**src/design/lsu_params.svh**
```systemverilog
`ifndef LSU_PARAMS_SVH
`define LSU_PARAMS_SVH

// Architectural integer registers
`define LSU_REG_COUNT 32

// Data memory depth in 32-bit words
`define LSU_MEM_WORDS 256

// Cycles from address acceptance to response valid
`define LSU_MEM_DELAY 1

`endif
```
**src/design/lsu_pkg.sv**
```systemverilog
package lsu_pkg;

  typedef struct packed {
    logic [11:0] imm;
    logic [4:0]  rs1;
    logic [2:0]  funct3;
    logic [4:0]  rd;
    logic [6:0]  opcode;
  } i_view_t;

  typedef struct packed {
    logic [6:0] imm_hi;
    logic [4:0] rs2;
    logic [4:0] rs1;
    logic [2:0] funct3;
    logic [4:0] imm_lo;
    logic [6:0] opcode;
  } s_view_t;

  typedef struct packed {
    logic [19:0] imm;
    logic [4:0]  rd;
    logic [6:0]  opcode;
  } u_view_t;

  // Same instruction word seen through the I, S and U formats
  typedef union packed {
    i_view_t i_view;
    s_view_t s_view;
    u_view_t u_view;
  } instr_word_t;

  typedef enum logic [2:0] {
    OP_LOAD,
    OP_STORE,
    OP_ADDI,
    OP_LUI,
    OP_ILLEGAL
  } op_kind_t;

  // Encoded as the AXI size field
  typedef enum logic [1:0] {
    SIZE_BYTE = 2'd0,
    SIZE_HALF = 2'd1,
    SIZE_WORD = 2'd2
  } access_size_t;

  typedef enum logic [1:0] {
    FAULT_NONE,
    FAULT_LOAD_MISALIGNED,
    FAULT_STORE_MISALIGNED,
    FAULT_ILLEGAL
  } fault_cause_t;

  typedef struct packed {
    op_kind_t     kind;
    access_size_t size;
    logic         sext;
    logic [4:0]   rd;
    logic [4:0]   rs1;
    logic [4:0]   rs2;
    logic [31:0]  imm;
  } decoded_op_t;

  typedef struct packed {
    logic         is_store;
    access_size_t size;
    logic         sext;
    logic [4:0]   rd;
    logic [31:0]  addr;
    logic [31:0]  store_data;
  } mem_request_t;

  typedef struct packed {
    logic [4:0]  rd;
    logic [31:0] value;
  } alu_result_t;

  typedef struct packed {
    logic [4:0]  rd;
    logic        is_store;
    logic        fault;
    logic [31:0] value;
  } mem_response_t;

  typedef struct packed {
    logic        enable;
    logic [4:0]  rd;
    logic [31:0] value;
  } writeback_t;

endpackage

```
**src/design/mem_result.sv**
```systemverilog
`timescale 1ns/1ps

module mem_result (
  input  logic                   clock,
  input  logic                   reset,
  input  logic                   alu_valid,
  input  lsu_pkg::alu_result_t   alu_result,
  input  logic                   alu_fault,
  input  logic                   mem_done,
  input  lsu_pkg::mem_response_t mem_response,
  output lsu_pkg::writeback_t    writeback,
  output logic                   retire_valid,
  output logic [4:0]             retire_rd,
  output logic [31:0]            retire_value,
  output lsu_pkg::fault_cause_t  retire_fault
);
  import lsu_pkg::*;

  logic         write_enable;
  logic         alu_writes;
  logic         mem_writes;
  fault_cause_t mem_cause;

  assign alu_writes = alu_valid && !alu_fault && alu_result.rd != 5'd0;
  assign mem_writes = mem_done && !mem_response.fault && !mem_response.is_store &&
                      mem_response.rd != 5'd0;
  assign mem_cause  = !mem_response.fault ? FAULT_NONE :
                      mem_response.is_store ? FAULT_STORE_MISALIGNED : FAULT_LOAD_MISALIGNED;

  assign writeback = '{enable: write_enable, rd: retire_rd, value: retire_value};

  always_ff @(posedge clock) begin
    if (reset) begin
      retire_valid <= 1'b0;
      write_enable <= 1'b0;
    end else begin
      retire_valid <= alu_valid || mem_done;
      write_enable <= alu_writes || mem_writes;
    end
  end

  always_ff @(posedge clock) begin
    if (alu_valid) begin
      retire_rd    <= alu_result.rd;
      retire_value <= alu_fault ? '0 : alu_result.value;
      retire_fault <= alu_fault ? FAULT_ILLEGAL : FAULT_NONE;
    end else if (mem_done) begin
      retire_rd    <= mem_response.rd;
      // Stores and faults report zero
      retire_value <= mem_response.is_store ? '0 : mem_response.value;
      retire_fault <= mem_cause;
    end
  end

  assert property (@(posedge clock) disable iff (reset) !(alu_valid && mem_done));

endmodule

```
**config.mk**
```make
export PLATFORM = sky130hd
export DESIGN_NAME = mem_result
export DESIGN_NICKNAME = d
export VERILOG_FILES = /design/src/design/lsu_params.svh /design/src/design/lsu_pkg.sv /design/src/design/mem_result.sv
export SDC_FILE = /design/constraint.sdc
export NUM_CORES = 1
export LEC_CHECK = 0
export BUFFER_PORTS_ARGS = -buffer_cell sky130_fd_sc_hd__buf_2
export CAP_MARGIN = 0
export CELL_PAD_IN_SITES_DETAIL_PLACEMENT = 2
export CELL_PAD_IN_SITES_GLOBAL_PLACEMENT = 2
export CORE_MARGIN = 5
export CORE_UTILIZATION = 24
export CTS_BUF_LIST = sky130_fd_sc_hd__clkbuf_16
export DETAILED_ROUTE_END_ITERATION = 12
export HOLD_SLACK_MARGIN = 0.12
export PLACE_DENSITY_LB_ADDON = 0.1
export SLEW_MARGIN = 5
export SYNTH_ARGS = -nofsm -noshare
export SYNTH_HDL_FRONTEND = slang
export SYNTH_SLANG_ARGS = --single-unit
```
**constraint.sdc**
```tcl
create_clock -name clock -period 2.7 [get_ports clock]
set_input_delay 0.405 -clock clock [delete_from_list [all_inputs] [get_ports clock]]
set_output_delay 0.405 -clock clock [all_outputs]
set_load 0.005 [all_outputs]
```
Yosys cells after proc, flatten, opt, wreduce, memory -nomap -nowiden. Index checks and enable logic that the tools add are counted.

Muxes and demuxes: 11. Reductions and logical operators: 13.

Operator list (number): two-way mux 32 bit (4); two-way mux 2 bit (5); two-way mux 5 bit (2); nonzero test 5 bit (2); logical AND 1 bit (5); logical NOT 1 bit (3); logical OR 1 bit (2); nonzero test 2 bit (1).

Bits in registers: 41. Logic and storage cells: 29.

Depth between registers and ports, before layout.
Word-level depth: 5. Depth in mapped cells: 5.

Worst setup path after synthesis. Ideal clock, no wire load.

Path type: input to register. Start: input port alu_valid. End: register retire_fault[0], enable pin. Setup time: 0.379 ns. Arrival time: 1.104 ns. Data required time: 2.321 ns. Slack: 1.217 ns. Stages on the path: 2. Path buffers: 1. Cell sequence: buf_4 -> or2_2.

Cells in the longest elaborated chain, start to end: 1.

Ends and longest elaborated chain: from (decl) (RTL line mem_result.sv:6) `input logic alu_valid,`; nonzero test 2 bit (no source line); to (signal assigned) (RTL line mem_result.sv:46) `retire_fault <= alu_fault ? FAULT_ILLEGAL : FAULT_NONE;`; to (signal assigned) (RTL line mem_result.sv:51) `retire_fault <= mem_cause;`; to (decl) (RTL line mem_result.sv:15) `output lsu_pkg::fault_cause_t retire_fault`.

No other way between the ends. A chain may end at the register's enable or synchronous reset.

Worst setup path in the final report.
Start: input port alu_valid. End: register retire_value[30], data pin.

Cells in the longest elaborated chain, start to end: 1.

Ends and longest elaborated chain: two-way mux 32 bit (RTL line mem_result.sv:43) `if (alu_valid) begin`; to (signal assigned) (RTL line mem_result.sv:45) `retire_value <= alu_fault ? '0 : alu_result.value;`; to (signal assigned) (RTL line mem_result.sv:50) `retire_value <= mem_response.is_store ? '0 : mem_response.value;`; to (decl) (RTL line mem_result.sv:14) `output logic [31:0] retire_value,`.

No other way between the ends.

==> metrics.yaml <==
synthesis:
  muxShareOfSynthArea: 0.02832
  synth_top_family_by_area: "buffers and inverters"
  ys_warn_count: 0
  synth_common_cells: "buf_4 (39), edfxtp_1 (39), a22o_1 (32)"
  yosysTopAreaCell: "edfxtp_1"
  synth_top_area_frac: 0.5890
  synth_compound_area_frac: 0.1573
  synth_nets: 220
  synth-async-reset-ratio: 0
  synth_area_per_cell_sq_um: 14.30
  synth_cells: 139
  ys.flop_type: "edfxtp_1"
  synth.distinct_cells: 19
  ys_ff_latch: 41
  synth_edf_count: 39
  synth_xor_area_frac: 0
  synthAdderAreaFrac: 0
  syn_area_sq_mm: 0.001988
  yosysSeqAreaShare: 0.6092
  ys_top_cells_by_area: "edfxtp_1 (59%), buf_4 (15%), a22o_1 (14%)"
  yosys.area_share.simple: 0.02895
floorplanning:
  floorplan.initialDensity: 0.2444
  num_io_pins: 159
  fp.dieH_um: 101.0
  std_cell_rows: 33
  die_area_sq_mm: 0.01020
  die-width_um: 101.0
  core_area_sq_mm: 0.008134
power:
  p_per_area_mw_per_mm2: 664.2
  vdd_drop_max_mv: 0.2315
  p_leak_nw: 1.363
sta:
  fin_tns_setup_ps: 0
  setup_ws_ps: 1138
  hold_ws_ps: 297.2
  slew_headroom: 0.3630
  rsz0062_at_grt: "false"
  tightest_slew_ps: 955.5
  finalCritPeriodShare: 0.5787
  setup_violations: 0
  hold_viol_final: 0
  clock.fmax_mhz: 640.1
  slew_violations: 0
  fin_crit_ps: 1562
clocking:
  hold_buffers: 0
  cts.sinks: 41
  cts.clk_slew.worst_paths_ps: 60
  cts-resized-gates: 0
  cts_buffer_depth: 2
  cts-buffers-inserted: 5
  cts_tree: "built"
  post_cts_buffers: 0
  root_buffer: "clkbuf_16"
  htreeDepth: 2
layout:
  utilization: 0.3416
  drive_gt1_frac: 0.6832
  nets: 342
  n_antenna_cell: 0
  area_growth_syn_to_layout_pct: 39.77
  fin_cells: 367
critical_path:
  crit_family: "simple AND/OR/NAND/NOR gates"
  crit_chain: "buf_2 > nor2_2 > buf_4 > a22o_1"
  critPathMaxFanout: 17
  end_kind: "flip-flop"
  crit_path_start_kind: "input port"
  worst_path_largest_cell_delay_ps: 600
  crit_buf_inv: 2
  crit_type: "in2reg"
  cp_data_required_time_ps: 2850
  cp.arrival_ps: 1710
  slowest_stage: "nor2_2"
route:
  num_vias: 1556
  drt_iter0_drc: 22
  wirelength_mm: 6.457
  avgRoutedWirePerCell_um: 17.59
  drcViolationCount: 0
  dr.pass1.iters: 2
  via_per_inst: 4.240
  ant_nets: 0
grt:
  grt_pass1_vias: 1742
  overflow: 0
  grt_max_degree: 41
  grt_pass1_wl_mm: 9.356
  antenna_found_initial: 0
  gr-usage-all-layers: 0.1207
placement:
  place.gp.congestion: 0.6355
  hpwl_mm: 5.164
  port_buffers: 158
  place_inst: 359
  dp_slack_ps: 793.4
status:
  status: "finished, final reports clean"
run:
  drv_cap: 0
worst_hold_path:
  min_path_type: "in2reg"
layout make-up:
type                       instances  area, sq um
fill                             932         5355
sequential                        41         1211
timing repair buffer             161        813.3
multi-input combinational         51        429.2
tap                              105        131.4
clock buffer                       5        125.1
clock inverter                     3        65.06
inverter                           1        3.754
where the power goes:
group          internal, mW  leakage (nW)  switching [mW]
Clock                 0.528        0.0938           0.236
Combinational         0.153         0.841           0.126
Sequential            0.773         0.428          0.0306
Total                  1.45          1.36           0.393
state kept, by name, summed over array words and instances, names as in the netlist:
register      count
retire_rd         5
retire_value     32
retire_valid      1
retire_fault      2
write_enable      1
placed cells by master, fill, tap and decap left out:
cell type	n
buf_2	158
edfxtp_1	39
a22o_1	32
mux2_2	5
clkbuf_16	5
o21ai_0	3
buf_4	3
bufinv_16	2
dfxtp_1	2
nor2_2	1
nor2b_2	1
nand2b_1	1
nand2_1	1
or2_2	1
inv_1	1
nor2b_1	1
or4_1	1
or4_4	1
nor2_1	1
o211ai_2	1
a21oi_1	1
clkinv_2	1
metrics by stage:
stage          instance area (sq um)  total power, mW
6_report                        2779            1.846
3_3_place_gp                    2589            1.097
5_1_grt                         2779            1.923
4_1_cts                         2779            1.877
3_5_place_dp                    2589            1.105
2_1_floorplan                   1988           0.9794
logic make-up (layout without fill, tap and decap cells):
group / after synthesis / in the layout
buf+inv: 47 / 170
flops: 41 / 41
compound gates: 37 / 37
simple gates: 9 / 9
mux: 5 / 5
routing by layer:
layer | wire length, um | up-vias | GRT usage
met5 | 0 | - | 0
met4 | 41 | 0 | 0.03374
met3 | 565 | 5 | 0.04360
met2 | 3512 | 78 | 0.2223
met1 | 2338 | 740 | 0.1291
li1 | - | 733 | -
worst paths after layout:
| path | slack [ps] | startpoint | cells past startpoint | end |
|---|---|---|---|---|
| hold / removal | 300 | reset | 2 | write_enable |
| setup / recovery | 1140 | alu_valid | 4 | retire_value[30] |
(Power assumes the default switching activity.)
