File: src/design/lsu_params.svh
`ifndef LSU_PARAMS_SVH
`define LSU_PARAMS_SVH

// Architectural integer registers
`define LSU_REG_COUNT 32

// Data memory depth in 32-bit words
`define LSU_MEM_WORDS 256

// Cycles from address acceptance to response valid
`define LSU_MEM_DELAY 1

`endif
File: src/design/lsu_pkg.sv
package lsu_pkg;

  typedef struct packed {
    logic [11:0] imm;
    logic [4:0]  rs1;
    logic [2:0]  funct3;
    logic [4:0]  rd;
    logic [6:0]  opcode;
  } i_view_t;

  typedef struct packed {
    logic [6:0] imm_hi;
    logic [4:0] rs2;
    logic [4:0] rs1;
    logic [2:0] funct3;
    logic [4:0] imm_lo;
    logic [6:0] opcode;
  } s_view_t;

  typedef struct packed {
    logic [19:0] imm;
    logic [4:0]  rd;
    logic [6:0]  opcode;
  } u_view_t;

  // Same instruction word seen through the I, S and U formats
  typedef union packed {
    i_view_t i_view;
    s_view_t s_view;
    u_view_t u_view;
  } instr_word_t;

  typedef enum logic [2:0] {
    OP_LOAD,
    OP_STORE,
    OP_ADDI,
    OP_LUI,
    OP_ILLEGAL
  } op_kind_t;

  // Encoded as the AXI size field
  typedef enum logic [1:0] {
    SIZE_BYTE = 2'd0,
    SIZE_HALF = 2'd1,
    SIZE_WORD = 2'd2
  } access_size_t;

  typedef enum logic [1:0] {
    FAULT_NONE,
    FAULT_LOAD_MISALIGNED,
    FAULT_STORE_MISALIGNED,
    FAULT_ILLEGAL
  } fault_cause_t;

  typedef struct packed {
    op_kind_t     kind;
    access_size_t size;
    logic         sext;
    logic [4:0]   rd;
    logic [4:0]   rs1;
    logic [4:0]   rs2;
    logic [31:0]  imm;
  } decoded_op_t;

  typedef struct packed {
    logic         is_store;
    access_size_t size;
    logic         sext;
    logic [4:0]   rd;
    logic [31:0]  addr;
    logic [31:0]  store_data;
  } mem_request_t;

  typedef struct packed {
    logic [4:0]  rd;
    logic [31:0] value;
  } alu_result_t;

  typedef struct packed {
    logic [4:0]  rd;
    logic        is_store;
    logic        fault;
    logic [31:0] value;
  } mem_response_t;

  typedef struct packed {
    logic        enable;
    logic [4:0]  rd;
    logic [31:0] value;
  } writeback_t;

endpackage

File: src/design/mem_decode.sv
`timescale 1ns/1ps

module mem_decode (
  input  logic                 clock,
  input  logic                 reset,
  input  logic                 instr_valid,
  input  lsu_pkg::instr_word_t instr,
  output logic                 decoded_valid,
  output lsu_pkg::decoded_op_t decoded
);
  import lsu_pkg::*;

  localparam logic [6:0] OPC_LOAD   = 7'b0000011;
  localparam logic [6:0] OPC_STORE  = 7'b0100011;
  localparam logic [6:0] OPC_OP_IMM = 7'b0010011;
  localparam logic [6:0] OPC_LUI    = 7'b0110111;

  decoded_op_t next_op;
  logic [2:0]  funct3;

  assign funct3 = instr.i_view.funct3;

  always_comb begin
    next_op      = '0;
    next_op.kind = OP_ILLEGAL;
    next_op.size = SIZE_WORD;
    next_op.rd   = instr.i_view.rd;
    next_op.rs1  = instr.i_view.rs1;
    next_op.rs2  = instr.s_view.rs2;
    case (instr.i_view.opcode)
      OPC_LOAD: begin
        // LB LH LW LBU LHU
        if (funct3 inside {3'b000, 3'b001, 3'b010, 3'b100, 3'b101}) begin
          next_op.kind = OP_LOAD;
          next_op.size = access_size_t'(funct3[1:0]);
          next_op.sext = !funct3[2];
          next_op.imm  = {{20{instr.i_view.imm[11]}}, instr.i_view.imm};
        end
      end
      OPC_STORE: begin
        if (funct3 inside {3'b000, 3'b001, 3'b010}) begin
          next_op.kind = OP_STORE;
          next_op.size = access_size_t'(funct3[1:0]);
          next_op.rd   = '0;
          next_op.imm  = {{20{instr.s_view.imm_hi[6]}}, instr.s_view.imm_hi,
                          instr.s_view.imm_lo};
        end
      end
      OPC_OP_IMM: begin
        if (funct3 == 3'b000) begin
          next_op.kind = OP_ADDI;
          next_op.imm  = {{20{instr.i_view.imm[11]}}, instr.i_view.imm};
        end
      end
      OPC_LUI: begin
        next_op.kind = OP_LUI;
        next_op.rs1  = '0;
        next_op.imm  = {{12{instr.u_view.imm[19]}}, instr.u_view.imm};
      end
      default: ;
    endcase
  end

  always_ff @(posedge clock) begin
    if (reset) begin
      decoded_valid <= 1'b0;
    end else begin
      decoded_valid <= instr_valid;
    end
  end

  always_ff @(posedge clock) begin
    if (instr_valid) begin
      decoded <= next_op;
    end
  end

endmodule

File: config.mk
export PLATFORM = sky130hd
export DESIGN_NAME = mem_decode
export DESIGN_NICKNAME = d
export VERILOG_FILES = /design/src/design/lsu_params.svh /design/src/design/lsu_pkg.sv /design/src/design/mem_decode.sv
export SDC_FILE = /design/constraint.sdc
export NUM_CORES = 1
export LEC_CHECK = 0
export BUFFER_PORTS_ARGS = -buffer_cell sky130_fd_sc_hd__buf_4
export CELL_PAD_IN_SITES_DETAIL_PLACEMENT = 1
export CELL_PAD_IN_SITES_GLOBAL_PLACEMENT = 2
export CORE_UTILIZATION = 31
export DETAILED_ROUTE_END_ITERATION = 12
export HOLD_SLACK_MARGIN = 0.12
export PLACE_DENSITY_LB_ADDON = 0.1
export SLEW_MARGIN = 20
export SYNTH_ARGS = -nofsm -noshare
export SYNTH_HDL_FRONTEND = slang
export SYNTH_SLANG_ARGS = --single-unit
File: constraint.sdc
create_clock -name clock -period 2.5 [get_ports clock]
set_clock_uncertainty 0.2 [all_clocks]
set_input_delay 0.125 -clock clock [delete_from_list [all_inputs] [get_ports clock]]
set_output_delay 0.125 -clock clock [all_outputs]
set_load 0.005 [all_outputs]
# After elaboration in Yosys (flattened, before gate mapping)
# Cells that the tools add are included.
[totals]
out_inout_bits = 54
wordCells = 32
register_bits = 54
[classes]
n_reduce_logical = 5
n_eq_ne = 8
n_mux = 11
[op_table]
columns = ["operator", "count"]
rows = [
  ["$pmux 32 s4", 1],
  ["$mux 32", 3],
  ["$mux 5", 3],
  ["$eq 7x6->1 const B", 2],
  ["$pmux 3 s4", 1],
  ["$eq 7x2->1 const B", 1],
  ["$eq 7x5->1 const B", 1],
  ["$eq 3x3->1 const B", 2],
  ["$mux 6", 1],
  ["$reduce_bool 5->1", 1],
  ["$pmux 2 s2", 1],
  ["$eq 3x1->1 const B", 1],
  ["$eq 3x2->1 const B", 1],
  ["$logic_not 3->1", 1],
  ["$mux 3", 1],
  ["$reduce_bool 3->1", 1],
  ["$reduce_and 2->1", 1],
  ["$logic_not 1->1", 1],
]

# Depth between registers and ports, before layout
[depth]
word_depth = 4
ltp_mapped = 5
mapped_depth_nobuf = 4

# Worst setup path before layout
# No wires, ideal clock.
[synth_timing]
path_type = "input -> register"
start = "input instr[6] in the netlist's numbering"
end = "register decoded[0] in the netlist's numbering (data pin)"
setup_time_ns = 0.261
t_required_ns = 2.039
n_path_buf = 0
t_arrival_ns = 1.042
slack_ns = 0.997
stages = 4
path_cell_list = "and4bb_4 -> nor2b_2 -> and3_1 -> a221o_1"
[synth_rtl]
columns = ["element", "line_no", "text"]
rows = [
  ["start: declaration", "mem_decode.sv:7", "input lsu_pkg::instr_word_t instr,"],
  ["end signal: assignment", "mem_decode.sv:74", "decoded <= next_op;"],
  ["end: declaration", "mem_decode.sv:9", "output lsu_pkg::decoded_op_t decoded"],
]

==> impl_metrics.json <==
{
  "grt_usage_pct": 14.9,
  "p_per_area_mw_per_mm2": 511,
  "cts_setup_buffers": 0,
  "synth_top_flop_cell": "edfxtp_1",
  "dieArea_mm2": 0.00631,
  "period_needed_ps": 1950,
  "hold_path.class": "primary input to register",
  "slew_headroom_pct": 52.6,
  "num_vias": 1373,
  "status": "finished clean",
  "clockRootBuffer": "clkbuf_8",
  "core_area_mm2": 0.00564,
  "placementRows": 27,
  "first_pass_iters": 4,
  "hold_start": "instr_valid",
  "synth.distinct_cells": 31,
  "drtIter0Drc": 67,
  "vias_per_cell": 4.56,
  "yosysMostFrequentCell": "edfxtp_1",
  "yosysSeqAreaShare_pct": 67.3,
  "cts_made_buffers": 5,
  "grt_max_degree": 43,
  "multi_input_area_um2": 470,
  "cp_max_fo": 9,
  "final.setup.tns_ps": 0,
  "synth-edff-count": 41,
  "finalSetupViolCount": 0,
  "area_delta_synth_final_pct": 52.9,
  "grt_pass1_wl_um": 6930,
  "place.gp.congestion": 0.726,
  "wl_met3_um": 212,
  "drive_above_1_share_pct": 45.0,
  "hold_viol": 0,
  "die_y_um": 79.4,
  "clkSinkCount": 42,
  "htreeDepth": 2,
  "crit_type": "primary input to register",
  "startpoint_type": "primary input",
  "fmax_ghz": 0.513,
  "io_pins": 89,
  "seq_area_mm2": 0.00125,
  "antenna_cells": 0,
  "leakage_nw": 1.23,
  "grt_pass1_vias": 1363,
  "ys_warn_count": 0,
  "ctsHoldBuffers": 29,
  "maxUsedRoutingLayer": "met4",
  "synthTopCellsByCount": "41 x edfxtp_1, 13 x buf_4, 9 x a21o_1, 7 x and2_1",
  "hpwl_um": 3180,
  "antenna_found_initial": 0,
  "cts_tree": "done",
  "clk_pin_slew_ps": 70,
  "endpoint_kind": "register",
  "ctsResizeCount": 0,
  "cp.arrival_ps": 1900,
  "ys_seq_elements": 42,
  "antenna_left": 0,
  "cap_violations": 0,
  "yosys-top-cells-area": "edfxtp_1 66%, buf_4 5.3%, a21o_1 3.6%, a22o_1 2.8%, a221o_1 2.7%",
  "ys_async_sr_fraction_pct": 0,
  "avgSynthCellArea_um2": 15.2,
  "routedWlPerCell_um": 15.0,
  "die_w_um": 79.4,
  "netlist_instances": 122,
  "cts_max_path_buffers": 2,
  "hold-path-endpoint": "decoded[14]",
  "port_buffers": 88,
  "wl_met2_um": 2240,
  "required_ps": 2450,
  "min_period_over_period_pct": 78.0,
  "syn_nets": 157,
  "drc_errors": 0,
  "globalRoute.totalOverflow": 0,
  "rsz0062_at_grt": "false",
  "ir_drop_v": 0.000264,
  "netlist_area_mm2": 0.00186,
  "wl_met1_um": 2030,
  "netlist.area_leader.share_pct": 66.3,
  "yosys.area.top_type": "edfxtp_1",
  "nNetsFinal": 264,
  "start_util_pct": 32.9,
  "worst_slew_pin_slew_ps": 707,
  "finalMaxSlewViolations": 0,
  "hold_slack_ps": 154,
  "wirelength_um": 4530,
  "fillCellCount": 585,
  "holdPathStages": 1
}
[flip-flops by register name (all words and copies together) (netlist names)]
signal / cells
decoded: 41
decoded_valid: 1
[cell families after synthesis]
logic type	count (synthesis)	share of synthesized area, %
compound gates	25	10.9
fa+ha+maj	1	0.606
buf+inv	17	7.34
flops	42	67.3
simple gates	37	13.8
[final cells by class]
| type | count | area share, % |
|---|---|---|
| clock buffer | 5 | 2.42 |
| clock inverter | 2 | 0.352 |
| multi-input combinational | 63 | 16.6 |
| sequential | 42 | 44.0 |
| tap | 72 | 3.17 |
| timing repair buffer | 117 | 33.5 |
[stage by stage]
stage / std cells / total power [mW] / setup slack, ps / utilization [%] / instance area, µm²
after floorplan: 122 / 0.898 / 997 / - / 1860
after global placement: 265 / 1.03 / 744 / 43.8 / 2470
after detailed placement: 265 / 1.04 / 683 / 43.8 / 2470
after CTS: 301 / 1.47 / 544 / 50.4 / 2840
after global routing: 301 / 1.52 / 447 / 50.4 / 2840
final: 301 / 1.45 / 549 / 50.4 / 2840
[worst max-delay path, stage by stage]
cell and delay [ps]:
dlygate4sd3_1 540, buf_4 170, nor3_1 190, a211oi_1 90, nor3b_2 620, a21o_1 160
[routing by layer]
metal | track usage, % | up-vias
li1 | - | 664
met5 | 0 | -
met4 | 4.55 | 0
met1 | 18.9 | 662
met3 | 3.77 | 4
met2 | 24.7 | 43
[worst max-delay path by stage]
stage          startpoint          end  slack, ps  cells after the start
4_1_cts          instr[5]  decoded[14]        540                      6
6_report        instr[13]  decoded[13]        550                      6
3_5_place_dp     instr[6]  decoded[14]        680                      5
5_1_grt         instr[12]  decoded[17]        450                      6
2_1_floorplan    instr[6]   decoded[0]       1000                      4
3_3_place_gp     instr[6]  decoded[30]        740                      5
[layout by cell type (no fill, tap or decap), types with 2 or more instances in the layout]
master	n
a211oi_1	3
a21o_1	9
a221o_1	5
a22o_1	6
and2_0	3
and2_1	7
buf_4	88
clkbuf_8	5
clkinv_2	2
dlygate4sd3_1	29
edfxtp_1	41
nand2_1	2
nor2_1	4
nor2b_1	6
nor3_1	2
[where the power goes]
group,internal [mW],switching (mW),total (mW)
Sequential,0.818,0.0144,0.832
Clock,0.187,0.212,0.399
Combinational,0.139,0.0826,0.222
Power figures use the tool's default switching activity.
