--- src/design/lsu_params.svh ---
`ifndef LSU_PARAMS_SVH
`define LSU_PARAMS_SVH

// Architectural integer registers
`define LSU_REG_COUNT 32

// Data memory depth in 32-bit words
`define LSU_MEM_WORDS 256

// Cycles from address acceptance to response valid
`define LSU_MEM_DELAY 1

`endif
--- src/design/lsu_pkg.sv ---
package lsu_pkg;

  typedef struct packed {
    logic [11:0] imm;
    logic [4:0]  rs1;
    logic [2:0]  funct3;
    logic [4:0]  rd;
    logic [6:0]  opcode;
  } i_view_t;

  typedef struct packed {
    logic [6:0] imm_hi;
    logic [4:0] rs2;
    logic [4:0] rs1;
    logic [2:0] funct3;
    logic [4:0] imm_lo;
    logic [6:0] opcode;
  } s_view_t;

  typedef struct packed {
    logic [19:0] imm;
    logic [4:0]  rd;
    logic [6:0]  opcode;
  } u_view_t;

  // Same instruction word seen through the I, S and U formats
  typedef union packed {
    i_view_t i_view;
    s_view_t s_view;
    u_view_t u_view;
  } instr_word_t;

  typedef enum logic [2:0] {
    OP_LOAD,
    OP_STORE,
    OP_ADDI,
    OP_LUI,
    OP_ILLEGAL
  } op_kind_t;

  // Encoded as the AXI size field
  typedef enum logic [1:0] {
    SIZE_BYTE = 2'd0,
    SIZE_HALF = 2'd1,
    SIZE_WORD = 2'd2
  } access_size_t;

  typedef enum logic [1:0] {
    FAULT_NONE,
    FAULT_LOAD_MISALIGNED,
    FAULT_STORE_MISALIGNED,
    FAULT_ILLEGAL
  } fault_cause_t;

  typedef struct packed {
    op_kind_t     kind;
    access_size_t size;
    logic         sext;
    logic [4:0]   rd;
    logic [4:0]   rs1;
    logic [4:0]   rs2;
    logic [31:0]  imm;
  } decoded_op_t;

  typedef struct packed {
    logic         is_store;
    access_size_t size;
    logic         sext;
    logic [4:0]   rd;
    logic [31:0]  addr;
    logic [31:0]  store_data;
  } mem_request_t;

  typedef struct packed {
    logic [4:0]  rd;
    logic [31:0] value;
  } alu_result_t;

  typedef struct packed {
    logic [4:0]  rd;
    logic        is_store;
    logic        fault;
    logic [31:0] value;
  } mem_response_t;

  typedef struct packed {
    logic        enable;
    logic [4:0]  rd;
    logic [31:0] value;
  } writeback_t;

endpackage

--- src/design/mem_execute.sv ---
`timescale 1ns/1ps
`include "lsu_params.svh"

module mem_execute (
  input  logic                  clock,
  input  logic                  reset,
  input  logic                  decoded_valid,
  input  lsu_pkg::decoded_op_t  decoded,
  input  lsu_pkg::writeback_t   writeback,
  output logic                  mem_valid,
  output lsu_pkg::mem_request_t mem_request,
  output logic                  alu_valid,
  output lsu_pkg::alu_result_t  alu_result,
  output logic                  alu_fault
);
  import lsu_pkg::*;

  logic [31:0] regs [`LSU_REG_COUNT];
  logic [31:0] rs1_value;
  logic [31:0] rs2_value;
  logic [31:0] sum;
  logic [31:0] alu_value;
  logic        is_mem;

  assign rs1_value = regs[decoded.rs1];
  assign rs2_value = regs[decoded.rs2];
  assign sum       = rs1_value + decoded.imm;
  assign is_mem    = (decoded.kind == OP_LOAD) || (decoded.kind == OP_STORE);

  always_comb begin
    case (decoded.kind)
      OP_ADDI: alu_value = sum;
      OP_LUI:  alu_value = decoded.imm << 12;
      default: alu_value = '0;
    endcase
  end

  always_ff @(posedge clock) begin
    if (reset) begin
      for (int i = 0; i < `LSU_REG_COUNT; i++) begin
        regs[i] <= '0;
      end
      mem_valid <= 1'b0;
      alu_valid <= 1'b0;
    end else begin
      // x0 is never written
      if (writeback.enable && writeback.rd != 5'd0) begin
        regs[writeback.rd] <= writeback.value;
      end
      mem_valid <= decoded_valid && is_mem;
      alu_valid <= decoded_valid && !is_mem;
    end
  end

  always_ff @(posedge clock) begin
    if (decoded_valid) begin
      mem_request <= '{is_store: decoded.kind == OP_STORE, size: decoded.size,
                       sext: decoded.sext, rd: decoded.rd, addr: sum,
                       store_data: rs2_value};
      alu_result  <= '{rd: decoded.rd, value: alu_value};
      alu_fault   <= decoded.kind == OP_ILLEGAL;
    end
  end

  // Shortest memory round trip back to a new decode is four cycles
  assert property (@(posedge clock) disable iff (reset)
    mem_valid |=> !decoded_valid [*3]);

endmodule

--- config.mk ---
export PLATFORM = sky130hd
export DESIGN_NAME = mem_execute
export DESIGN_NICKNAME = d
export VERILOG_FILES = /design/src/design/lsu_pkg.sv /design/src/design/mem_execute.sv
export VERILOG_INCLUDE_DIRS = /design/src /design/src/design
export SDC_FILE = /design/constraint.sdc
export NUM_CORES = 2
export LEC_CHECK = 0
export BUFFER_PORTS_ARGS = -buffer_cell sky130_fd_sc_hd__buf_2
export CAP_MARGIN = 20
export CORE_MARGIN = 4
export CORE_UTILIZATION = 54
export CTS_BUF_LIST = sky130_fd_sc_hd__clkbuf_8
export DETAILED_ROUTE_END_ITERATION = 6
export PLACE_DENSITY = 0.72
export SLEW_MARGIN = 0
export SYNTH_ARGS = -nofsm -noshare
export SYNTH_HDL_FRONTEND = slang
export SYNTH_SLANG_ARGS = --single-unit
--- constraint.sdc ---
create_clock -name clock -period 4.9 [get_ports clock]
set_input_delay 0.245 -clock clock [delete_from_list [all_inputs] [get_ports clock]]
set_output_delay 0.245 -clock clock [all_outputs]
set_load 0.02 [all_outputs]
# Word-level counts from Yosys, hierarchy flattened
# Memory sizes are Yosys's and may differ from the RTL's. A register that Yosys moved wholly into a read port is not among the register bits.
# Cells that the tools add are included.
# totals
reg_bits,76
mem_bits_rw,1024
inputBits,94
out_inout_bits,113
word_cells,32
memories,1
# op_classes
n_addsub,1
n_eq_ne,4
mux,9
n_reduce_logical,8
# memory_table
name,words,word_bits,rd,rd_clocked_by_memory_dff,wr,line,source
regs,32,32,2,1,32,mem_execute.sv:18,logic [31:0] regs [`LSU_REG_COUNT];
# ops
cell,n
$pmux W32 S2,1
$add A32 B32 Y32,1
$mux W32,1
$reduce_or A32 Y1,1
$eq A3 B2 Y1 const B,2
$mux W1,6
$mux W5,1
$reduce_bool A5 Y1,1
$eq A3 B1 Y1 const B,1
$eq A3 B3 Y1 const B,1
$logic_and A1 B1 Y1,3
$logic_not A3 Y1,1
$logic_not A1 Y1,1
$logic_or A1 B1 Y1,1

# Longest topological paths before layout
# logic_depth
depth_word,7
ltp_mapped,17
mapped_depth_nobuf,13

# Least setup slack after synthesis
# No wires, ideal clock.
# synth_path
kind,input-to-reg
start,input port decoded[38] in the netlist's numbering
end,"register alu_result[16] in the netlist's numbering, data pin"
setup_time_ns,0.257
arrival_time_ns,4.331
t_required_ns,4.643
path_slack_ns,0.312
cell_stages,17
n_path_buf,4
cell_sequence,buf_2 -> buf_2 -> clkbuf_1 -> clkbuf_1 -> mux4_2 -> mux4_2 -> mux2_2 -> ha_1 -> fa_1 -> a21o_1 -> nand4_1 -> a211o_1 -> a21oi_1 -> o21a_1 -> o21a_1 -> or3_1 -> a32o_1
# synth_via
elab_chain_cells,3
# synth_rtl
element,line,source
start: declaration,mem_execute.sv:8,"input lsu_pkg::decoded_op_t decoded,"
$mem_v2 Z32 W32,-,
$add A32 B32 Y32,mem_execute.sv:27,assign sum = rs1_value + decoded.imm;
$pmux W32 S2,mem_execute.sv:31,case (decoded.kind)
via alu_value[16],mem_execute.sv:22,logic [31:0] alu_value;
end signal: assignment,mem_execute.sv:60,"alu_result <= '{rd: decoded.rd, value: alu_value};"
end: declaration,mem_execute.sv:13,"output lsu_pkg::alu_result_t alu_result,"
# The timed path passes the listed nets, and every way through them passes these cells.
# A chain may end at the register's enable or synchronous reset.

==> metrics.sh <==
STATUS='finished, final reports clean'
PATH_BUF_INV=1
SYNTHESIS.YOSYS.WARNINGS=0
CRITPATHLAUNCH='regs[2][11]'
SKEW_NS=0.0467
START_UTIL_PCT=54.4
YS_DOMINANT_REG_CELL='sky130_fd_sc_hd__edfxtp_1'
CLK-INSERTION-DELAY-LATE_NS=0.89
FLOORPLAN.DIE.HEIGHT_UM=339
DIE_AREA_MM2=0.115
START_KIND='register'
REG2REGPATHDEPTH=13
LAYOUT-AREA-OVERHEAD-VS-SYNTH_PCT=12.5
WORST-PATH-STAGES=13
MIN-DELAY-PATH-CLASS='in -> reg'
DETAIL_ROUTE.WIRELENGTH_UM=191000
PLACE.GP.CONGESTION=0.945
FINISH.CELL_COUNT_WITHOUT_FILLERS=5411
DOMINANT_CELL_TYPE_BY_AREA_AFTER_SYNTHESIS='sky130_fd_sc_hd__edfxtp_1'
FMAX_MHz=214
TIMING.CRITICAL_PATH.SLOWEST_CELL_DELAY_NS=0.56
TIGHTESTPINTRANSITION_NS=1.20
DESIGN.FINAL.NETS=3955
SETUP.WORST_PATH.CLASS='reg -> reg'
GROUTE.USAGE.OVERALL_PCT=33.3
PORT_BUF_INSERTS=206
RSZ0062_AT_GRT='no'
FIRST_GLOBAL_VIAS=37000
CRIT_PATH_TO='alu_result[31]'
ROW_COUNT=121
SYNTH_SEQ_CELLS=1132
DIEWIDTH_UM=339
FILL_CELLS=7749
NUMBER_OF_LEVELS_IN_THE_CLOCK_H_TREE=4
VDD.IR_DROP.WORST_mV=0.242
STDCELL_AREA_MM2=0.0667
DRC=0
WORST_REG2REG_STARTPOINT='regs[2][11]'
FIRST_PASS_GRT_WIRE_LENGTH_UM=270000
MAX_CAP_VIOL_COUNT=0
DPL.CELL_COUNT=4978
WORST_SETUP_HOLD_PATH_CLK_SLEW_NS=0.06
ROUTED-VIA-COUNT=37100
REGTOREGSETUPSLACK_NS=0.22
PLACE_HPWL_UM=112000
TIMING.FINAL.MAX_SLEW_VIOLATIONS=0
NETLIST_AREA_MM2=0.0592
ROOT_BUFFER='sky130_fd_sc_hd__clkbuf_8'
CP_MAX_FO=6
GRT-OVFL-TOTAL=0
CORE-AREA_MM2=0.109
FINAL_LAYOUT_SIZE_SUFFIX_GT1_SHARE_PCT=33.7
SYNTH_CELLS=3549
CTS_NUM_SINKS=1132
WORST_HOLD_SLACK_NS=0.0853
SYNTH_ASYNC_SR_FLOP_SHARE_PCT=0
FINAL_ANTENNA_NET_COUNT=0
CRIT_PATH_FREQUENT_CELL='sky130_fd_sc_hd__mux4_2'
ANTENNA_FOUND_INITIAL=28
TIMING.FINAL.CRIT_SHARE_PCT=95.4
HOLD_VIOLATIONS=0
SYNTH_TOP_AREA_SHARE_PCT=57.3
ENDPOINT_KIND='register'
SYNTH_AREA_PER_CELL_UM2=16.7
SYNTH_SEQUENTIAL_AREA_RATIO_PCT=57.4
CP_CELL_SEQUENCE='mux4_2, mux4_2, mux2_2, ha_1, and3_4, nand3_2, a311o_2, a21o_1, o211a_1, o211ai_1, xnor2_1, a22o_1, dlygate4sd3_1'
FINALPOWER_mW=23.0
RELSLEWSLACK_PCT=19.7
TIMING.FINAL.WS_SETUP_NS=0.224
NETLIST_TOP_CELLS_AREA='sky130_fd_sc_hd__edfxtp_1 (57%), sky130_fd_sc_hd__mux4_2 (24%), sky130_fd_sc_hd__and2_1 (11%), sky130_fd_sc_hd__clkbuf_1 (1.8%), sky130_fd_sc_hd__mux2_2 (1.2%)'
CTS_BUFFERS=185
MAX-CLOCK-PATH-BUFFERS=3
CP_SLOWEST_CELL='sky130_fd_sc_hd__dlygate4sd3_1'
GRT_START_MAX_NET_PINS=90
VIASPERCELL=6.85
CTS_TREE='done'
WORSTREG2REGEND='alu_result[31]'
FIRSTDRTPASSITERS=6
CELLLEAKAGEPOWER_nW=23.3
PWR_DENSITY_CELL_mW_PER_MM2=345
LAYOUT_MIN_CYCLE_TIME_NS=4.68
ROUTEDWLPERCELL_UM=35.3
TOTAL_SETUP_VIOLATIONS_REPORTED_AT_THE_END_OF_THE_FLOW=0
TIMING.CRITICAL_PATH.MAX_DELAY_FAMILY='multiplexers'
WORST_ENDPOINT_DATA_ARRIVAL_TIME_NS=5.29
FIN_TNS_SETUP_NS=0
NUMBER_OF_ENABLE_FLIP_FLOP_CELLS_AFTER_SYNTHESIS=1130
DP_SLACK_NS=0.298
PLACEDINSTANCEAREA_MM2=0.0624
POST_CTS_BUFFERS=0
WORSTPATHREQUIRED_NS=5.52
DRTITER0DRC=6657
IOPINCOUNT=207
NUMBER_OF_UNIQUE_STANDARD_CELL_TYPES_USED_BY_SYNTHESIS=61
LAYOUT.CORE_UTILIZATION_PCT=61.2
==> final cells by class <==
type | count | area (um2) | area share (%)
flip-flops and latches | 1132 | 34000 | 51.0
multi-input cells | 2077 | 24000 | 36.1
repair buffers | 422 | 3390 | 5.09
clock buffers | 187 | 2570 | 3.86
well taps | 1414 | 1770 | 2.65
clock inverters | 150 | 825 | 1.24
diodes | 18 | 45.0 | 0.0676
inverters | 11 | 41.3 | 0.0619
==> cell families after synthesis <==
family          Yosys count  share of synthesized area (%)
mux                     704                           25.5
flops                  1132                           57.4
buf+inv                 371                           2.64
xor+xnor                 29                          0.429
fa+ha+maj                32                          0.689
compound gates          121                           1.43
simple gates           1159                           12.0
other cells               1                        0.00633
==> Yosys cell counts, types with 7 or more instances <==
master and instances:
sky130_fd_sc_hd__buf_2 49, sky130_fd_sc_hd__buf_1 14, sky130_fd_sc_hd__nand3_1 11, sky130_fd_sc_hd__nand2_1 21, sky130_fd_sc_hd__buf_4 7, sky130_fd_sc_hd__mux4_2 636, sky130_fd_sc_hd__nand4_1 7, sky130_fd_sc_hd__mux2_2 63
sky130_fd_sc_hd__xor2_1 11, sky130_fd_sc_hd__nor2_1 47, sky130_fd_sc_hd__ha_1 31, sky130_fd_sc_hd__xnor2_1 18, sky130_fd_sc_hd__a21oi_1 29, sky130_fd_sc_hd__a22o_1 19, sky130_fd_sc_hd__clkbuf_1 279, sky130_fd_sc_hd__a21o_1 16
sky130_fd_sc_hd__inv_1 11, sky130_fd_sc_hd__and2_1 1006, sky130_fd_sc_hd__edfxtp_1 1130, sky130_fd_sc_hd__or2_2 32, sky130_fd_sc_hd__o21ai_0 16
==> cells in the final DEF (no fill, tap or decap), drive strengths merged, types with 19 or more instances in the layout <==
master / count
ha: 31
nand2: 21
a21oi: 29
and2: 1007
or2: 32
conb: 32
clkbuf: 187
mux2: 63
a22o: 19
edfxtp: 1130
dlygate4sd3: 78
inv: 75
nor2: 47
buf: 344
clkinv: 71
mux4: 636
==> registers in the layout, summed over array words and instances (netlist names) <==
name	flops
mem_valid	1
alu_valid	1
mem_request	68
regs	1024
alu_fault	1
alu_result	37
==> repair_timing <==
item                      in CTS  in global routing
gates resized for setup        0                  0
hold buffers                  78                  0
hold endpoints to repair    1135                  0
==> routing by layer <==
layer	track usage (%)	routed length, um	up-vias
li1	-	-	14400
met1	47.1	68900	19100
met2	50.1	86900	3051
met3	9.61	27900	473
met4	12.0	7290	2
met5	0	19	-
==> worst min path at each step <==
stage / startpoint / end / cells after the start
final: decoded[45] / alu_result[35] / 2
after global routing: decoded[47] / mem_request[69] / 2
after CTS: decoded[48] / mem_request[70] / 2
after detailed placement: decoded[45] / alu_result[35] / 1
after global placement: decoded[49] / mem_request[71] / 1
after floorplan: decoded[51] / mem_valid / 1
==> power by group <==
part	leakage, nW	total, mW	internal, mW	switching, mW
clock network	1.94	7.78	3.88	3.90
logic	10.5	3.59	1.56	2.03
registers	10.8	11.6	11.3	0.297
total	23.3	23.0	16.8	6.23
No activity file was read; power rests on OpenSTA's default activity.
