==> src/design/lsu_params.svh <==
`ifndef LSU_PARAMS_SVH
`define LSU_PARAMS_SVH

// Architectural integer registers
`define LSU_REG_COUNT 32

// Data memory depth in 32-bit words
`define LSU_MEM_WORDS 256

// Cycles from address acceptance to response valid
`define LSU_MEM_DELAY 1

`endif
==> src/design/lsu_pkg.sv <==
package lsu_pkg;

  typedef struct packed {
    logic [11:0] imm;
    logic [4:0]  rs1;
    logic [2:0]  funct3;
    logic [4:0]  rd;
    logic [6:0]  opcode;
  } i_view_t;

  typedef struct packed {
    logic [6:0] imm_hi;
    logic [4:0] rs2;
    logic [4:0] rs1;
    logic [2:0] funct3;
    logic [4:0] imm_lo;
    logic [6:0] opcode;
  } s_view_t;

  typedef struct packed {
    logic [19:0] imm;
    logic [4:0]  rd;
    logic [6:0]  opcode;
  } u_view_t;

  // Same instruction word seen through the I, S and U formats
  typedef union packed {
    i_view_t i_view;
    s_view_t s_view;
    u_view_t u_view;
  } instr_word_t;

  typedef enum logic [2:0] {
    OP_LOAD,
    OP_STORE,
    OP_ADDI,
    OP_LUI,
    OP_ILLEGAL
  } op_kind_t;

  // Encoded as the AXI size field
  typedef enum logic [1:0] {
    SIZE_BYTE = 2'd0,
    SIZE_HALF = 2'd1,
    SIZE_WORD = 2'd2
  } access_size_t;

  typedef enum logic [1:0] {
    FAULT_NONE,
    FAULT_LOAD_MISALIGNED,
    FAULT_STORE_MISALIGNED,
    FAULT_ILLEGAL
  } fault_cause_t;

  typedef struct packed {
    op_kind_t     kind;
    access_size_t size;
    logic         sext;
    logic [4:0]   rd;
    logic [4:0]   rs1;
    logic [4:0]   rs2;
    logic [31:0]  imm;
  } decoded_op_t;

  typedef struct packed {
    logic         is_store;
    access_size_t size;
    logic         sext;
    logic [4:0]   rd;
    logic [31:0]  addr;
    logic [31:0]  store_data;
  } mem_request_t;

  typedef struct packed {
    logic [4:0]  rd;
    logic [31:0] value;
  } alu_result_t;

  typedef struct packed {
    logic [4:0]  rd;
    logic        is_store;
    logic        fault;
    logic [31:0] value;
  } mem_response_t;

  typedef struct packed {
    logic        enable;
    logic [4:0]  rd;
    logic [31:0] value;
  } writeback_t;

endpackage

==> src/design/load_store_unit.sv <==
`timescale 1ns/1ps

module load_store_unit (
  input  logic                   clock,
  input  logic                   reset,
  input  logic                   mem_valid,
  input  lsu_pkg::mem_request_t  mem_request,
  output logic                   mem_done,
  output lsu_pkg::mem_response_t mem_response,

  output logic                   arvalid,
  output logic [31:0]            araddr,
  output logic [2:0]             arsize,
  input  logic                   arready,

  input  logic                   rvalid,
  input  logic [31:0]            rdata,
  input  logic [1:0]             rresp,
  output logic                   rready,

  output logic                   awvalid,
  output logic [31:0]            awaddr,
  output logic [2:0]             awsize,
  input  logic                   awready,

  output logic                   wvalid,
  output logic [31:0]            wdata,
  output logic [3:0]             wstrb,
  input  logic                   wready,

  input  logic                   bvalid,
  input  logic [1:0]             bresp,
  output logic                   bready
);
  import lsu_pkg::*;

  mem_request_t req;
  logic         misaligned;
  logic [1:0]   offset;
  logic [3:0]   base_strb;
  logic [31:0]  shifted;
  logic [31:0]  load_value;

  // Half access may cross a lane pair but not the word edge
  always_comb begin
    case (mem_request.size)
      SIZE_HALF: misaligned = mem_request.addr[1:0] == 2'd3;
      SIZE_WORD: misaligned = mem_request.addr[1:0] != 2'd0;
      default:   misaligned = 1'b0;
    endcase
  end

  assign offset = req.addr[1:0];
  assign araddr = req.addr;
  assign awaddr = req.addr;
  assign arsize = {1'b0, req.size};
  assign awsize = {1'b0, req.size};

  always_comb begin
    case (req.size)
      SIZE_BYTE: base_strb = 4'b0001;
      SIZE_HALF: base_strb = 4'b0011;
      default:   base_strb = 4'b1111;
    endcase
  end

  assign wstrb   = base_strb << offset;
  assign wdata   = req.store_data << {offset, 3'b000};
  assign shifted = rdata >> {offset, 3'b000};

  always_comb begin
    case (req.size)
      SIZE_BYTE: load_value = {{24{req.sext & shifted[7]}}, shifted[7:0]};
      SIZE_HALF: load_value = {{16{req.sext & shifted[15]}}, shifted[15:0]};
      default:   load_value = shifted;
    endcase
  end

  always_ff @(posedge clock) begin
    if (reset) begin
      arvalid  <= 1'b0;
      rready   <= 1'b0;
      awvalid  <= 1'b0;
      wvalid   <= 1'b0;
      bready   <= 1'b0;
      mem_done <= 1'b0;
    end else begin
      mem_done <= 1'b0;
      if (mem_valid) begin
        arvalid  <= !misaligned && !mem_request.is_store;
        awvalid  <= !misaligned && mem_request.is_store;
        wvalid   <= !misaligned && mem_request.is_store;
        mem_done <= misaligned;
      end
      if (arvalid && arready) begin
        arvalid <= 1'b0;
        rready  <= 1'b1;
      end
      if (rvalid && rready) begin
        rready   <= 1'b0;
        mem_done <= 1'b1;
      end
      if (awvalid && awready) begin
        awvalid <= 1'b0;
      end
      if (wvalid && wready) begin
        wvalid <= 1'b0;
        bready <= 1'b1;
      end
      if (bvalid && bready) begin
        bready   <= 1'b0;
        mem_done <= 1'b1;
      end
    end
  end

  always_ff @(posedge clock) begin
    if (mem_valid) begin
      req          <= mem_request;
      mem_response <= '{rd: mem_request.rd, is_store: mem_request.is_store,
                        fault: misaligned, value: '0};
    end
    if (rvalid && rready) begin
      mem_response.value <= load_value;
    end
  end

  assert property (@(posedge clock) disable iff (reset)
    $rose(awvalid) |-> $rose(wvalid));

  // Faulting request stays off the bus
  assert property (@(posedge clock) disable iff (reset)
    mem_valid && misaligned |=> !(arvalid || awvalid || wvalid));

  // On-chip memory never answers with an error
  assert property (@(posedge clock) disable iff (reset)
    !((rvalid && rready && rresp != 2'b00) || (bvalid && bready && bresp != 2'b00)));

endmodule

==> config.mk <==
export PLATFORM = sky130hd
export DESIGN_NAME = load_store_unit
export DESIGN_NICKNAME = d
export VERILOG_FILES = /design/src/design/lsu_params.svh /design/src/design/lsu_pkg.sv /design/src/design/load_store_unit.sv
export SDC_FILE = /design/constraint.sdc
export NUM_CORES = 1
export LEC_CHECK = 0
export BUFFER_PORTS_ARGS = -buffer_cell sky130_fd_sc_hd__buf_4
export CORE_ASPECT_RATIO = 1.2
export CORE_MARGIN = 1
export CORE_UTILIZATION = 47
export CTS_CLUSTER_DIAMETER = 60
export DETAILED_ROUTE_END_ITERATION = 8
export GPL_TIMING_DRIVEN = 0
export HOLD_SLACK_MARGIN = 0.12
export PLACE_DENSITY = 0.81
export SYNTH_ARGS = -nofsm -noshare
export SYNTH_HDL_FRONTEND = slang
export SYNTH_SLANG_ARGS = --single-unit
==> constraint.sdc <==
create_clock -name clock -period 2.1 [get_ports clock]
set_input_delay 0.21 -clock clock [delete_from_list [all_inputs] [get_ports clock]]
set_output_delay 0.21 -clock clock [all_outputs]
set_load 0.05 [all_outputs]
---- Yosys cells after proc, flatten, opt, wreduce, memory -nomap -nowiden ----
Cells that the tools add are included.
word-level totals
  register bits after elaboration ......... 112
  input bits .............................. 117
  output and inout bits ................... 151
  logic and storage cells ................. 48
cells by class
  eq/ne operators ......................... 4
  shifts and indexed selects .............. 3
  muxes and demuxes ....................... 8
  bitwise operators ....................... 2
  reduce and logical (&&, ||, !) cells .... 17
operator list
  kind                count
  $mux 32             2
  $pmux 32 s2         1
  $shl 32x5->32       1
  $shr 32x5->32       1
  $reduce_or 2->1     5
  $pmux 4 s2          1
  $logic_and 1x1->1   7
  $eq 2x1->1 const B  2
  $eq 2x2->1 const B  2
  $reduce_bool 2->1   2
  $shl 4x2->4         1
  $mux 1              3
  $and 1x1->1         2
  $logic_not 1->1     2
  $logic_not 2->1     1
  $pmux 1 s2          1

---- Logic depth before layout (Yosys ltp) ----
Gate-level depths: netlist of run 1.
  depth in word-level cells ............... 5
  depth in mapped cells ................... 6
  mapped depth without buffers ............ 5

---- Worst setup path after synthesis of run 1 ----
Ideal clock, no wire load.
  path kind ............................... register -> register
  start ................................... register rready
  end ..................................... register mem_response[0] (netlist name), enable pin
  data arrival time ....................... 1.896 ns
  slack ................................... -0.190 ns
  cell stages (with the launch flop) ...... 4
  path buffers ............................ 1
  period minus slack after synthesis ...... 2.290 ns
  cells stage by stage .................... dfxtp_1 nand2_1 clkbuf_1 nand2b_1
on the way
  cells in the longest elaborated chain, start to end .. 2
ends and longest elaborated chain
  what                         RTL line                text
  from (decl)                  load_store_unit.sv:19   output logic rready,
  from (signal assigned)       load_store_unit.sv:82   rready <= 1'b0;
  from (signal assigned)       load_store_unit.sv:97   rready <= 1'b1;
  from (signal assigned)       load_store_unit.sv:100  rready <= 1'b0;
  $logic_and 1x1->1            load_store_unit.sv:123  if (rvalid && rready) begin
  $reduce_bool 2->1 (no line)  n/a
  to (signal assigned)         load_store_unit.sv:120  mem_response <= '{rd: mem_request.rd, is_store: mem_request.is_store,
  to (decl)                    load_store_unit.sv:9    output lsu_pkg::mem_response_t mem_response,
No other way between the ends.
A chain may end at the register's enable or synchronous reset.

---- Final worst setup path of run 1 ----
  start ................................... register req, in the netlist araddr[0]
  end ..................................... output port wdata[31]
on the way
  cells in the longest elaborated chain, start to end .. 1
ends and longest elaborated chain
  what                    RTL line                text
  from (decl)             load_store_unit.sv:37   mem_request_t req;
  from (signal assigned)  load_store_unit.sv:119  req <= mem_request;
  $shl 32x5->32           load_store_unit.sv:68   assign wdata = req.store_data << {offset, 3'b000};
  to (decl)               load_store_unit.sv:27   output logic [31:0] wdata,
No other way between the ends.

==> metrics.md, run 1 <==
| Metric | Value |
|---|---|
| EDFF count, synth | 106 |
| Die span in y | 121 um |
| Post-DP HPWL | 11.6 mm |
| Slew Viols, Final | 0 |
| Worst setup SP type | flip-flop |
| Max VDD drop | 0.000463 V |
| CTS H-tree lvls | 3 |
| Run status | complete, no violations |
| # setup viols final | 0 |
| Crit-path max cell delay | 0.40 ns |
| RR Endpoint | mem_response[0] |
| GR Util met1 | 31.3% |
| Critical-path top delay cell | edfxtp_1 |
| IO buf count | 261 |
| Core area | 11200 sq um |
| CP arrival | 1.87 ns |
| Synth unique cells | 45 |
| Initial antenna violation count | 0 |
| Syn Inst Count | 422 |
| Cell breakdown of the critical path | buf_6, buf_6, buf_8, mux2i_4, a21oi_1, buf_4 |
| Root Buffer | clkbuf_16 |
| Global-route wire length before repair | 26.3 mm |
| Full die area | 12200 sq um |
| Area grow syn2layout | 60.2% |
| Hold Path End | bready |
| Drt wl/cell | 19.0 um |
| Most common cell on crit path | buf_6 |
| WHS | 0.147 ns |
| Cell area power density | 750 nW/um^2 |
| Gr busiest metal | met2 |
| WP data required | 1.89 ns |
| Final worst setup slack | 0.0162 ns |
| Period minus WS final | 2.08 ns |
| Most frequent cells in the layout | buf_4, edfxtp_1, dlygate4sd3_1, nor2_1, nand2_1 |
| WL final | approximately 18 mm |
| Clock Skews | about 0.0075 ns |
| Antenna cells | 0 |
| DRC Markers | 0 |
| Clk Latency, worst-skew pair | 0.35 ns |
| CP Class | flip-flop to output port |
| Width of the die | 101 um |
| Grt total ovfl | 0 |
| Vias post-DR | 4717 |
| # nets final | 892 |
| CTS Sinks | around 110 |
| Fmax | ~480 MHz |
| Routing usage on met3 | 5.90% |
| Vias in the first global route | around 5.0k |
| DR vias/cell | 5.06 |
| Syn_area_per_cell | 13.1 sq um |
| CP endpoint kind | output port |
| Slew HR | 31.4% |
| Worst reg2reg startpoint | araddr[1] |
| Worst R2R Path Depth | 5 |
| Synth Register Bits | about 110 |
| Cell Area, Placed | 7670 sq um |
| Drt first pass iters | 5 |
| GRT Total Usage | 29.2% |
| Clock Tree Buf Depth | 2 |
| Final hold violations | 0 |
| Tcrit/Tclk final | ~100% |
| Final Wtd Congestion | 0.860 |
| Worst slack, placed | -0.134 ns |
| Starting Density | 49.0% |
| Max Cap Violations | 0 |
| Worst hold start | bvalid |
| Cell Rows | 42 |
| Share of cells above drive strength 1 | 51.7% |
| Initial drt markers | 232 |
| Util after Layout | 78.5% |
| WHS Path Cells | 3 |
| TritonCTS clock tree | yes |
| Largest net degree at the start of global routing | 83 |
| Yosys warns | 0 |
| Seq/Total Area, Yosys | about three fifths |
| Main synth FF type | edfxtp_1 |
| Commonest non-fill, non-tap cell in the layout | buf_4 |
| Post-Synthesis Cell Area | 5510 sq um |
| Inserted Clock Buffers | 9 |
| Fillers | 700 |
| Reg clk slew, reported paths | 0.07 ns |
| R2r setup slk | 0.25 ns |
| Async set or reset register ratio after synthesis | 0% |
| Leak Pwr | 3.88 nW |
| Measured slew at the worst slew-check pin | 1.03 ns |
| Hold crit path type | input port to flip-flop |
| GR Util met2 | 55.1% |
| Cell area after layout | 8830 sq um |
| RSZ-0062 raised after global routing | yes |
| Post-DRT Antenna Nets | 0 |
| Top Ports | 268 |
| Crit Path Max Fanout | 10 |
cells in the mapped netlist, types with 2 or more instances:
cell type	count	area, sq um
edfxtp_1	106	3180
buf_4	73	548
nor2_1	29	109
mux2i_1	24	240
nand2_1	23	86.3
a211oi_1	17	128
mux2_2	17	191
o31ai_1	16	120
a21oi_1	12	60.1
nor2b_1	11	68.8
o21ai_0	10	50.1
a221oi_1	8	70.1
and2_1	8	50.1
nand3_1	8	40.0
clkbuf_1	7	26.3
buf_2	6	30.0
buf_6	6	67.6
dfxtp_1	6	120
inv_1	5	18.8
nand2b_1	3	18.8
a21o_1	2	15.0
ha_1	2	25.0
stage by stage:
step                cells  setup TNS, ns  total power, mW
CTS                   930              0             6.56
finish                932              0             6.62
global route          932        -0.0558             6.81
floorplan             423              0             4.04
global placement      838         -0.741             4.70
detailed placement    838          -2.71             4.73
area by class of cell:
class | instances | area, sq um | area share [%]
Timing Repair Buffer | 341 | 2750 | 31.1
Inverter | 5 | 18.8 | 0.212
Multi-Input combinational cell | 213 | 1590 | 18.0
Buffer | 91 | 684 | 7.75
Clock inverter | 7 | 68.8 | 0.779
Clock buffer | 9 | 225 | 2.55
Tap cell | 154 | 193 | 2.18
Sequential cell | 112 | 3300 | 37.4
registers in the layout, indices dropped and copies added, names as in the netlist:
| signal | cells |
|---|---|
| arsize | 2 |
| wvalid | 1 |
| mem_response | 39 |
| araddr | 32 |
| arvalid | 1 |
| awvalid | 1 |
| rready | 1 |
| bready | 1 |
| req | 33 |
| mem_done | 1 |
metal layers:
layer | wire length [um] | vias to the layer above
li1 | - | 2184
met3 | 1290 | 38
met2 | 9670 | 280
met5 | 0 | -
met4 | 552 | 0
met1 | 6220 | 2215
power breakdown:
group          switching (mW)  leakage [nW]  internal, mW  total, mW
Clock                   0.811         0.145         0.928       1.74
Combinational            1.34          2.63         0.827       2.17
Sequential             0.0990          1.10          2.62       2.72
Total                    2.25          3.88          4.37       6.62
critical path, delay by kind of cell (launching register included):
| kind | cells | cell delay (ns) |
|---|---|---|
| AO/OA/AOI/OAI | 1 | 0.20 |
| buffers and inverters | 4 | 0.72 |
| multiplexers | 1 | 0.20 |
| flip-flops | 1 | 0.40 |
kinds of logic (layout without fill, tap and decap cells):
family | Yosys count | after routing | synth area share [%]
AND/OR/NAND/NOR | 91 | 91 | 8.12
buffers and inverters | 98 | 453 | 12.6
adder cells (fa/ha/maj) | 2 | 2 | 0.454
flip-flops | 112 | 112 | 59.9
other | 1 | 2 | 0.0680
AO/OA/AOI/OAI | 75 | 75 | 10.3
multiplexers | 43 | 43 | 8.51
what timing repair did:
action,CTS,global route
setup buffers,3,2
pin swaps,0,1
endpoints found under the setup margin,36,17
endpoints found under the hold margin,78,0
hold buffers,75,0
gates resized for setup,13,9
worst max-delay path by stage:
stage	start	slack [ns]	cells after the start	to
after global routing	araddr[0]	-0.02	6	wdata[30]
after floorplan	araddr[0]	0.1	5	wdata[24]
after CTS	araddr[0]	0.009	6	wdata[0]
after global placement	araddr[1]	-0.1	5	wdata[0]
after detailed placement	araddr[1]	-0.13	5	wdata[0]
final	araddr[0]	0.02	6	wdata[31]
Note: power is estimated with default switching activity, not from simulation.
==> inputs of run 2 (changes only) <==
- CELL_PAD_IN_SITES_DETAIL_PLACEMENT: default -> 1
- CELL_PAD_IN_SITES_GLOBAL_PLACEMENT: default -> 2
- CORE_UTILIZATION: 47 -> 28
- PLACE_DENSITY: 0.81 -> default
- PLACE_DENSITY_LB_ADDON: default -> 0.1
- RECOVER_POWER: default -> 100
==> run 2 against run 1 <==
Effect of this change:
- final cell count is 11% higher
- maximum frequency is 2.5% higher
- non-clock buffer count is 1 higher
- core utilization is 34 points lower
- first-iteration DRC count is 7.8% lower
- highest routed layer unchanged
- power is 1.2% lower
- critical path type unchanged
- global-route usage is 11 points lower
- via count is 2.5% lower
- largest cell class is now registers
- sequential power hardly changed
- critical path depth stayed put
- combinational power is 8% lower
- wire length is 2.5% higher
==> metrics.md, run 2 (synthesis gave the netlist of run 1 again) <==
| Metric | Value |
|---|---|
| Run status | complete, no violations |
| # nets final | 893 (+0.11%) |
| WHS | 0.140 ns (-0.00748 ns) |
| GRT Total Usage | 18.1% (-11 points) |
| Hold Path End | bready |
| TritonCTS clock tree | yes |
| Area grow syn2layout | 54.7% |
| Clock Skews | 0.00516 ns (-0.00230 ns) |
| Max VDD drop | 0.000363 V (-22%) |
| CP Class | flip-flop to output port |
| Clk Latency, worst-skew pair | 0.35 ns (about the same) |
| Max Cap Violations | 0 (unchanged) |
| Total power | 6.54 mW (-1.2%) |
| Comb pwr share | 30.6% (-2.1 points) |
| Worst hold start | bvalid |
| DR vias/cell | 4.45 (-12%) |
| Worst slack, placed | -0.231 ns (-0.0974 ns) |
| Period minus WS final | 2.03 ns (-0.0515 ns) |
| Leak Pwr | 3.44 nW (-11%) |
| Worst R2R Path Depth | 4 (-1) |
| Clock Tree Buf Depth | 2 (unchanged) |
| Starting Density | 28.9% (-20 points) |
| IO buf count | 261 (unchanged) |
| CTS H-tree lvls | 3 (unchanged) |
| Non-Filler Instances | 1034 (+11%) |
| Core area | 19100 sq um (+70%) |
| Cell area after layout | 8530 sq um (-3.4%) |
| Slew Viols, Final | 0 (unchanged) |
| Seq pwr share | 41.2% (+0.2 points) |
| Final Wtd Congestion | 0.777 (-9.7%) |
| Max reg flops | 39 (unchanged) |
| Fmax | 492 MHz (+2.5%) |
| DRC Markers | 0 (unchanged) |
| Grt total ovfl | 0 (unchanged) |
| Final hold violations | 0 (unchanged) |
| Antenna cells | 0 (unchanged) |
| CP arrival | 1.82 ns (-0.05 ns) |
| Reg with most FFs | mem_response |
| Crit Path Max Fanout | 10 (unchanged) |
| Full die area | 20300 sq um (+66%) |
| Post-DRT Antenna Nets | 0 (unchanged) |
| Cell area power density | 767 nW/um^2 (+2.3%) |
| Worst reg2reg startpoint | araddr[1] |
| WHS Path Cells | 3 (unchanged) |
| # setup viols final | 0 (unchanged) |
| Die span in y | 156 um (+29%) |
| Final worst setup slack | 0.0677 ns (+0.0515 ns) |
| Share of cells above drive strength 1 | 36.2% (-15 points) |
| Drt wl/cell | 17.6 um (-7.6%) |
| WP data required | 1.89 ns (about the same) |
| Initial antenna violation count | 0 (unchanged) |
| Clock power share | 28.2% (+1.9 points) |
| Measured slew at the worst slew-check pin | 1.06 ns (+0.0345 ns) |
| Psw | 2.20 mW (-2.1%) |
| Vias post-DR | 4600 (-2.5%) |
| RR Endpoint | mem_response[13] |
| Root Buffer | clkbuf_16 |
| Largest net degree at the start of global routing | 83 (unchanged) |
| Cell Rows | 55 (+31%) |
| Drt first pass iters | 4 (-1) |
| CTS Sinks | 112 (unchanged) |
| Hold crit path type | input port to flip-flop |
| Top Ports | 268 (unchanged) |
| Switching Share | 33.7% (-0.32 points) |
| Vias in the first global route | 4906 (-1.5%) |
| Slew HR | 29.1% (-2.3 points) |
| Reg clk slew, reported paths | 0.07 ns (about the same) |
| Initial drt markers | 214 (-7.8%) |
| Int Power | 4.34 mW (-0.74%) |
| Util after Layout | 44.8% (-34 points) |
| R2r setup slk | 0.19 ns (-0.06 ns) |
| Crit-path max cell delay | 0.41 ns (about the same) |
| Critical-path top delay cell | edfxtp_1 |
| Post-DP HPWL | 13.2 mm (+14%) |
| Worst setup SP type | flip-flop |
| Cell breakdown of the critical path | buf_6, buf_8, buf_12, mux2i_1, a21oi_1, buf_4 |
| Width of the die | 130 um (+29%) |
| Fin Setup TNS | 0 ns (unchanged) |
| Cell Area, Placed | 7800 sq um (+1.7%) |
| # placed instances | 940 (+12%) |
| Most frequent cells in the layout | buf_4, clkbuf_1, edfxtp_1, clkbuf_4, dlygate4sd3_1 |
| Commonest non-fill, non-tap cell in the layout | buf_4 |
| Tcrit/Tclk final | 96.8% (-2.5 points) |
| WL final | 18.2 mm (+2.5%) |
| Inserted Clock Buffers | 9 (unchanged) |
| CP endpoint kind | output port |
| Global-route wire length before repair | 27.1 mm (+3.3%) |
## run 2: changes by cell type in the layout (fill, tap and decap cells not counted), moves of 2 or more
cell	before	now
clkbuf_2	3	5
buf_4	340	142
clkbuf_4	1	79
clkbuf_1	4	123
mux2i_1	18	21
mux2i_4	3	1
## run 2: power by group through the flow
stage / logic (mW) / registers [mW] / clock network, mW
final: 2.00 / 2.70 / 1.84
after global routing: 2.10 / 2.72 / 1.99
after CTS: 2.16 / 2.70 / 1.90
after detailed placement: 2.01 / 2.75 / 0
after global placement: 1.99 / 2.74 / 0
after floorplan: 1.14 / 2.90 / 0
## run 2: layout make-up
cell class / instances / area [sq um]
buffer: 93 / 712
clock inverter: 5 / 80.1
clock buffer: 10 / 229
timing repair buffer: 340 / 2300
inverter: 5 / 18.8
tap: 256 / 320
multi-input combinational: 213 / 1560
sequential: 112 / 3300
fill: 2157 / 10500
## run 2: how the worst max path moves through the flow
stage | startpoint | endpoint | slack (ns) | cells after the start
global route | araddr[0] | wdata[22] | -0.0006 | 7
CTS | araddr[0] | wdata[22] | 0.02 | 7
floorplan | araddr[0] | wdata[24] | 0.1 | 5
detailed placement | araddr[1] | wdata[0] | -0.23 | 5
finish | araddr[0] | wdata[29] | 0.07 | 6
global placement | araddr[1] | wdata[0] | -0.20 | 5
## run 2: routing by layer
| layer | vias up | wire length [um] | track usage, % |
|---|---|---|---|
| met4 | 0 | 400 | 6.98 |
| met2 | 175 | 9280 | 32.8 |
| met3 | 23 | 1190 | 3.46 |
| met1 | 2220 | 7310 | 20.8 |
| met5 | - | 0 | 0 |
| li1 | 2182 | - | - |
## run 2: what timing repair did
item	CTS	global route
gates resized for setup	16	14
hold buffers	75	0
endpoints found under the hold margin	78	0
pin swaps	1	0
setup buffers	4	0
endpoints found under the setup margin	76	24
## run 2: worst max-delay path, delay by kind of cell, from the launching register on
family | cells | cell delay, ns
buf+inv | 4 | 0.71
mux | 1 | 0.14
compound gates | 1 | 0.20
flops | 1 | 0.41
